[config.mk]
export PLATFORM = sky130hd
export DESIGN_NAME = rob_top
export DESIGN_NICKNAME = d
export VERILOG_FILES = /design/src/source/rob_pkg.sv /design/src/source/rob_top.sv /design/src/source/rob_commit.sv /design/src/source/rob_store.sv /design/src/source/rob_dispatch.sv /design/src/source/rob_line.sv
export VERILOG_INCLUDE_DIRS = /design/src /design/src/source
export SDC_FILE = /design/constraint.sdc
export NUM_CORES = 2
export LEC_CHECK = 0
export BUFFER_PORTS_ARGS = -buffer_cell sky130_fd_sc_hd__buf_2
export CAP_MARGIN = 20
export CORE_MARGIN = 2
export CORE_UTILIZATION = 51
export DETAILED_ROUTE_END_ITERATION = 6
export HOLD_SLACK_MARGIN = 0.05
export PLACE_DENSITY = 0.73
export SETUP_SLACK_MARGIN = 0.3
export SYNTH_ARGS = -nofsm -noshare
export SYNTH_HDL_FRONTEND = slang
export SYNTH_SLANG_ARGS = --single-unit
[constraint.sdc]
create_clock -name clk -period 4.3 [get_ports clk]
set_input_delay 0 -clock clk [delete_from_list [all_inputs] [get_ports clk]]
set_output_delay 0 -clock clk [all_outputs]
set_load 0.05 [all_outputs]
[src/source/rob_defines.svh]
`ifndef ROB_DEFINES_SVH
`define ROB_DEFINES_SVH

// buffer geometry.
`define ROB_DEPTH   8
`define ROB_TAG_W   3

// datapath widths.
`define REG_ADDR_W  5
`define DATA_W      32
`define EXC_W       4   // zero is no exception.

`endif
[src/source/rob_pkg.sv]
`include "rob_defines.svh"

`default_nettype none

package rob_pkg;

  // instruction as it leaves decode.
  typedef struct packed {
    logic                   reg_write_en;
    logic [`REG_ADDR_W-1:0] reg_write_addr;
    logic [31:0]            pc;
    logic [`EXC_W-1:0]      exc;          // decode-time exception.
  } dec_inst_t;

  typedef struct packed {
    logic                   reg_write_en;
    logic [`REG_ADDR_W-1:0] reg_write_addr;
    logic [31:0]            pc;
  } rob_entry_t;

  // written at dispatch and again at writeback.
  typedef struct packed {
    logic                   valid;
    logic                   done;
    logic [`DATA_W-1:0]     data;
    logic [`EXC_W-1:0]      exc;
  } rob_result_t;

  typedef struct packed {
    logic [`ROB_TAG_W-1:0]  tag;
    logic [`DATA_W-1:0]     data;
    logic [`EXC_W-1:0]      exc;
  } wb_t;

  typedef struct packed {
    logic [`ROB_TAG_W-1:0]  tag;
    logic                   reg_write_en;
    logic [`REG_ADDR_W-1:0] reg_write_addr;
    logic [`DATA_W-1:0]     data;
    logic [31:0]            pc;
    logic [`EXC_W-1:0]      exc;
  } commit_t;

endpackage

`default_nettype wire

[src/source/rob_top.sv]
`include "rob_defines.svh"

`default_nettype none

module rob_top (
  input  wire                    clk,
  input  wire                    rst,
  input  wire                    dispatch_valid,
  input  rob_pkg::dec_inst_t     dispatch_inst,
  output logic                   rob_full,
  output logic [`ROB_TAG_W-1:0]  dispatch_tag,
  input  wire                    wb_valid,
  input  rob_pkg::wb_t           wb,
  output logic                   commit_valid,
  output rob_pkg::commit_t       commit,
  output logic                   flush
);

  logic                  alloc;
  logic [`ROB_TAG_W-1:0] alloc_tag;
  rob_pkg::rob_entry_t   alloc_entry;
  rob_pkg::rob_result_t  alloc_result;
  logic                  retire;
  logic [`ROB_TAG_W-1:0] head_tag;
  rob_pkg::rob_entry_t   head_entry;
  rob_pkg::rob_result_t  head_result;

  rob_dispatch u_dispatch (
    .clk            (clk),
    .rst            (rst),
    .dispatch_valid (dispatch_valid),
    .dispatch_inst  (dispatch_inst),
    .rob_full       (rob_full),
    .flush          (flush),
    .alloc          (alloc),
    .alloc_tag      (alloc_tag),
    .alloc_entry    (alloc_entry),
    .alloc_result   (alloc_result),
    .dispatch_tag   (dispatch_tag)
  );

  rob_store u_store (
    .clk          (clk),
    .rst          (rst),
    .alloc        (alloc),
    .alloc_tag    (alloc_tag),
    .alloc_entry  (alloc_entry),
    .alloc_result (alloc_result),
    .wb_valid     (wb_valid),
    .wb           (wb),
    .retire       (retire),
    .flush        (flush),
    .head_tag     (head_tag),
    .rob_full     (rob_full),
    .head_entry   (head_entry),
    .head_result  (head_result)
  );

  rob_commit u_commit (
    .clk          (clk),
    .rst          (rst),
    .head_entry   (head_entry),
    .head_result  (head_result),
    .head_tag     (head_tag),
    .retire       (retire),
    .commit_valid (commit_valid),
    .commit       (commit),
    .flush        (flush)
  );

endmodule

`default_nettype wire

[src/source/rob_commit.sv]
`include "rob_defines.svh"

`default_nettype none

module rob_commit (
  input  wire                    clk,
  input  wire                    rst,
  input  rob_pkg::rob_entry_t    head_entry,
  input  rob_pkg::rob_result_t   head_result,
  output logic [`ROB_TAG_W-1:0]  head_tag,
  output logic                   retire,
  output logic                   commit_valid,
  output rob_pkg::commit_t       commit,
  output logic                   flush
);

  localparam logic [`ROB_TAG_W-1:0] LAST_TAG = `ROB_TAG_W'(`ROB_DEPTH - 1);

  logic [`ROB_TAG_W-1:0] head_q;

  // nothing retires while the buffer is being flushed.
  assign retire   = head_result.valid && head_result.done && !flush;
  assign head_tag = head_q;

  always_ff @(posedge clk) begin
    if (!rst) begin
      head_q       <= '0;
      commit_valid <= 1'b0;
      flush        <= 1'b0;
    end else begin
      commit_valid <= retire;
      flush        <= retire && (|head_result.exc);
      if (flush) begin
        head_q <= '0;
      end else if (retire) begin
        head_q <= (head_q == LAST_TAG) ? '0 : head_q + 1'b1;
      end
    end
  end

  // retired record, held until the next commit.
  always_ff @(posedge clk) begin
    if (retire) begin
      commit.tag            <= head_q;
      commit.reg_write_en   <= head_entry.reg_write_en;
      commit.reg_write_addr <= head_entry.reg_write_addr;
      commit.data           <= head_result.data;
      commit.pc             <= head_entry.pc;
      commit.exc            <= head_result.exc;
    end
  end

endmodule

`default_nettype wire

[src/source/rob_store.sv]
`include "rob_defines.svh"

`default_nettype none

module rob_store (
  input  wire                   clk,
  input  wire                   rst,
  input  wire                   alloc,
  input  wire [`ROB_TAG_W-1:0]  alloc_tag,
  input  rob_pkg::rob_entry_t   alloc_entry,
  input  rob_pkg::rob_result_t  alloc_result,
  input  wire                   wb_valid,
  input  rob_pkg::wb_t          wb,
  input  wire                   retire,
  input  wire                   flush,
  input  wire [`ROB_TAG_W-1:0]  head_tag,
  output logic                  rob_full,
  output rob_pkg::rob_entry_t   head_entry,
  output rob_pkg::rob_result_t  head_result
);

  localparam int CNT_W = $clog2(`ROB_DEPTH + 1);

  rob_pkg::rob_entry_t  entry_q  [`ROB_DEPTH];
  rob_pkg::rob_result_t result_q [`ROB_DEPTH];
  rob_pkg::rob_result_t result_d [`ROB_DEPTH];
  logic [`ROB_DEPTH-1:0] entry_we;
  logic [`ROB_DEPTH-1:0] result_we;

  logic [CNT_W-1:0] count;

  for (genvar i = 0; i < `ROB_DEPTH; i++) begin : g_line
    rob_line #(
      .line_t(rob_pkg::rob_entry_t)
    ) u_entry (
      .clk      (clk),
      .rst      (rst),
      .write_en (entry_we[i]),
      .data_in  (alloc_entry),
      .data_out (entry_q[i])
    );

    rob_line #(
      .line_t(rob_pkg::rob_result_t)
    ) u_result (
      .clk      (clk),
      .rst      (rst),
      .write_en (result_we[i]),
      .data_in  (result_d[i]),
      .data_out (result_q[i])
    );
  end

  // payload is written once, at dispatch.
  always_comb begin
    for (int i = 0; i < `ROB_DEPTH; i++) begin
      entry_we[i] = alloc && !flush && (alloc_tag == `ROB_TAG_W'(i));
    end
  end

  // result line update, flush first, then alloc, retire, writeback.
  always_comb begin
    for (int i = 0; i < `ROB_DEPTH; i++) begin
      result_we[i] = 1'b0;
      result_d[i]  = result_q[i];
      if (flush) begin
        result_we[i] = 1'b1;
        result_d[i]  = '0;
      end else if (alloc && alloc_tag == `ROB_TAG_W'(i)) begin
        result_we[i] = 1'b1;
        result_d[i]  = alloc_result;
      end else if (retire && head_tag == `ROB_TAG_W'(i)) begin
        result_we[i] = 1'b1;
        result_d[i]  = '0;
      end else if (wb_valid && wb.tag == `ROB_TAG_W'(i) && result_q[i].valid) begin
        result_we[i]      = 1'b1;
        result_d[i].done  = 1'b1;       // valid flag is kept.
        result_d[i].data  = wb.data;
        result_d[i].exc   = wb.exc;
      end
    end
  end

  always_ff @(posedge clk) begin
    if (!rst) begin
      count <= '0;
    end else if (flush) begin
      count <= '0;
    end else begin
      count <= count + CNT_W'(alloc) - CNT_W'(retire);
    end
  end

  assign rob_full = (count == CNT_W'(`ROB_DEPTH));

  assign head_entry  = entry_q[head_tag];
  assign head_result = result_q[head_tag];

endmodule

`default_nettype wire

[src/source/rob_dispatch.sv]
`include "rob_defines.svh"

`default_nettype none

module rob_dispatch (
  input  wire                    clk,
  input  wire                    rst,
  input  wire                    dispatch_valid,
  input  rob_pkg::dec_inst_t     dispatch_inst,
  input  wire                    rob_full,
  input  wire                    flush,
  output logic                   alloc,
  output logic [`ROB_TAG_W-1:0]  alloc_tag,
  output rob_pkg::rob_entry_t    alloc_entry,
  output rob_pkg::rob_result_t   alloc_result,
  output logic [`ROB_TAG_W-1:0]  dispatch_tag
);

  localparam logic [`ROB_TAG_W-1:0] LAST_TAG = `ROB_TAG_W'(`ROB_DEPTH - 1);

  logic [`ROB_TAG_W-1:0] tail_q;

  // a dispatch on the flush edge is lost.
  assign alloc = dispatch_valid && !rob_full && !flush;

  assign alloc_tag    = tail_q;
  assign dispatch_tag = tail_q;

  always_comb begin
    alloc_entry.reg_write_en   = dispatch_inst.reg_write_en;
    alloc_entry.reg_write_addr = dispatch_inst.reg_write_addr;
    alloc_entry.pc             = dispatch_inst.pc;
  end

  always_comb begin
    alloc_result.valid = 1'b1;
    alloc_result.done  = |dispatch_inst.exc;  // faulting decode needs no execute.
    alloc_result.data  = '0;
    alloc_result.exc   = dispatch_inst.exc;
  end

  always_ff @(posedge clk) begin
    if (!rst) begin
      tail_q <= '0;
    end else if (flush) begin
      tail_q <= '0;
    end else if (alloc) begin
      tail_q <= (tail_q == LAST_TAG) ? '0 : tail_q + 1'b1;
    end
  end

endmodule

`default_nettype wire

[src/source/rob_line.sv]
`default_nettype none

module rob_line #(
  parameter type line_t = logic
) (
  input  wire   clk,
  input  wire   rst,
  input  wire   write_en,
  input  line_t data_in,
  output line_t data_out
);

  line_t line_q;

  always_ff @(posedge clk) begin
    if (!rst) begin
      line_q <= '0;
    end else if (write_en) begin
      line_q <= data_in;
    end
  end

  assign data_out = line_q;

endmodule

`default_nettype wire

==> results_dict.tcl <==
set metrics [dict create \
    ir_drop_mv 0.309 \
    synth_area_leaders "dfxtp_1, nand2_1, mux4_2" \
    die_w_um 244 \
    viasPerCell 5.76 \
    drive_gt1_share_pct 15.3 \
    antenna_found_initial 4 \
    h-tree-depth 3 \
    synth.top_cell.area_share_pct 42.2 \
    cts.reportedPaths.clkPinSlew_ps 60 \
    leakage_nw 11.4 \
    port_buffers 167 \
    syn_area_sq_um 29400 \
    pwr-share-clk_pct 41.6 \
    start_util_pct 51.3 \
    area_growth_pct 13.9 \
    endpoint_kind "flip-flop" \
    die_height_um 244 \
    period_share_pct 77.5 \
    p_int_mw 11.1 \
    syn_inst 3369 \
    num_vias 24500 \
    pwr-share-comb_pct 12.0 \
    worstHoldEndpoint "u_store.g_line[5].u_result.data_out[1]$_SDFFE_PN0P_" \
    row_count 88 \
    grt_first_pass_wirelength_um 134000 \
    crit_fanout 24 \
    start_kind "flip-flop" \
    synth_edf_count 77 \
    gp_congestion 0.828 \
    period_needed_ps 3330 \
    finalHoldViolCount 0 \
    grt_pass1_vias 23800 \
    synth_largest_area_cell "dfxtp_1" \
    dpl_cell_area_sq_um 30200 \
    synth_warnings 0 \
    drv_cap 0 \
    core-area_sq_um 57400 \
    r2r-start "u_store.count[2]$_SDFF_PP0_" \
    ant_nets 0 \
    min_path_cells 4 \
    first_pass_iters 6 \
    crit_type "flip-flop to flip-flop" \
    grt-ovfl-total 0 \
    fin_nets 3534 \
    p_switching_mw 3.97 \
    powerDensity_nw_per_um2 449 \
    relSlewSlack_pct 21.6 \
    grt_max_degree 118 \
    min_from "wb[36]" \
    fmax_mhz 300 \
    crit_required_ps 4860 \
    dpl.hpwl_um 46600 \
    synthFlopType "dfxtp_1" \
    worst_pin_slew_ps 1180 \
    power_frac_seq_pct 46.4 \
    finalSetupViolations 0 \
    cts_max_path_buffers 3 \
    synthArstFlopShare_pct 0 \
    synth-seq-cells 697 \
    ys_types 52 \
    r2r_slack_ps 970 \
    switching_share_pct 26.4 \
    fill_cells 4966 \
    grt_setup_unrepaired "no" \
    postLayoutCellArea_sq_um 33500 \
    avgRoutedWirePerCell_um 20.3 \
    cts_resized 0 \
    syn-num-nets 3472 \
    die_area_sq_um 59600 \
    drt_iter0_drc 2406 \
    p_total_mw 15.0 \
    cts.sinks 697 \
    cts_tree "yes" \
    clock_latency_ps 620 \
    avgSynthCellArea_sq_um 8.74 \
    slew_viol_final 0 \
    cts_root_buf "clkbuf_16" \
    outcome "completed" \
    setup_tns_ps 0 \
    ioPinCount 168 \
    synthTopCellsByCount "nand2_1, dfxtp_1, a21oi_1" \
    timing.rr.end "u_store.g_line[0].u_result.data_out[2]$_SDFFE_PN0P_" \
    worstPathArrival_ps 3890 \
    yosysMostFrequentCell "nand2_1" \
    grt_use_total_pct 28.6 \
    drc_errors 0 \
    ys_seq_area_share_pct 50.0 \
    reg2reg_depth 9 \
    drt-total-wl_um 86600 \
    worst_hold_path_type "primary input to flip-flop" \
    cts_made_buffers 74 \
    skew_ps 22.7 \
]
==> kinds of logic after synthesis <==
logic type	count (synthesis)	share of synthesized area, %
compound gates	634	11.4
buf+inv	341	5.34
xor+xnor	2	0.0595
simple gates	1505	20.1
fa+ha+maj	18	0.791
mux	172	12.3
flops	697	50.0
==> cell usage in the layout, fill, tap and decap left out, drive strengths merged, types with 15 or more instances in the layout <==
| cell | netlist | final |
|---|---|---|
| dfxtp | 620 | 620 |
| nand2 | 1371 | 1371 |
| a21oi | 582 | 582 |
| dlygate4sd3 | 0 | 84 |
| and2 | 15 | 15 |
| clkinv | 0 | 16 |
| inv | 21 | 23 |
| mux4 | 150 | 150 |
| buf | 162 | 222 |
| nor2 | 28 | 28 |
| ha | 17 | 17 |
| clkbuf | 158 | 116 |
| nand3 | 40 | 40 |
| edfxtp | 77 | 77 |
==> worst max-delay path: stages, from the launching register on <==
cell and delay, ps:
dfxtp_1 300, inv_1 50, ha_1 190, nor3b_2 210, nor4_2 630, and2_2 720
buf_4 420, nand2_1 90, a21oi_1 130, dlygate4sd3_1 550
==> sequential cells by signal, indices dropped and copies added, names as in the netlist <==
name,cells
u_commit.flush,1
u_store.g_line.u_entry.data_out,304
u_store.g_line.u_result.data_out,304
u_dispatch.alloc_tag,3
u_commit.commit,77
u_commit.commit_valid,1
u_store.count,4
u_commit.head_tag,3
==> power by group through the flow <==
stage                     combinational, mW  clock [mW]  sequential, mW
after floorplan                        1.05           0            7.27
after global placement                 1.68           0            7.11
after detailed placement               1.70           0            7.11
after CTS                              1.78        6.33            6.97
after global routing                   1.93        6.59            6.99
final                                  1.80        6.26            6.97
==> worst max-delay path by stage <==
| stage | endpoint | slack (ps) | startpoint | cells after the start |
|---|---|---|---|---|
| global route | u_store.g_line[0].u_result.data_out[2]$_SDFFE_PN0P_ | 760 | u_store.count[2]$_SDFF_PP0_ | 9 |
| floorplan | u_store.count[2]$_SDFF_PP0_ | 810 | u_commit.head_tag[1]$_SDFFE_PP0P_ | 12 |
| detailed placement | u_store.g_line[4].u_result.data_out[1]$_SDFFE_PN0P_ | 1240 | u_store.count[2]$_SDFF_PP0_ | 7 |
| global placement | u_commit.commit[65]$_DFFE_PP_ | 1330 | u_commit.head_tag[1]$_SDFFE_PP0P_ | 5 |
| CTS | u_store.g_line[0].u_result.data_out[2]$_SDFFE_PN0P_ | 1010 | u_store.count[2]$_SDFF_PP0_ | 9 |
| finish | u_store.g_line[0].u_result.data_out[2]$_SDFFE_PN0P_ | 970 | u_store.count[2]$_SDFF_PP0_ | 9 |
==> repair_timing <==
action | CTS | global route
endpoints found under the hold margin | 598 | 0
buffers inserted | 0 | 0
hold buffers | 84 | 0
==> metal layers <==
metal,track usage (%),wire length [um],part of all wire (%)
met3,4.49,6970,8.1
met5,0,32,0.037
met2,48.4,42300,49
met4,10.9,2840,3.3
met1,36.9,34400,40
==> per-stage QoR <==
| step | std cells | utilization (%) | hold WS [ps] | setup slack (ps) |
|---|---|---|---|---|
| after floorplan | 3369 | - | 117 | 810 |
| after global placement | 4033 | 52.7 | 309 | 1330 |
| after detailed placement | 4033 | 52.7 | 318 | 1240 |
| after CTS | 4253 | 58.3 | 70.2 | 1010 |
| after global routing | 4256 | 58.4 | 131 | 762 |
| final | 4259 | 58.4 | 115 | 967 |
==> final cells by class <==
type                            instances  area [sq um]  area share (%)
Clock inverter                         20           161           0.482
Timing Repair Buffer                  306          2140            6.38
Inverter                               21          90.1           0.269
Clock buffer                          116          2220            6.61
Tap cell                              765           957            2.86
Antenna cell                            3          7.51          0.0224
Multi-Input combinational cell       2331         13200            39.4
Sequential cell                       697         14700            44.0
Power figures use the tool's default switching activity.
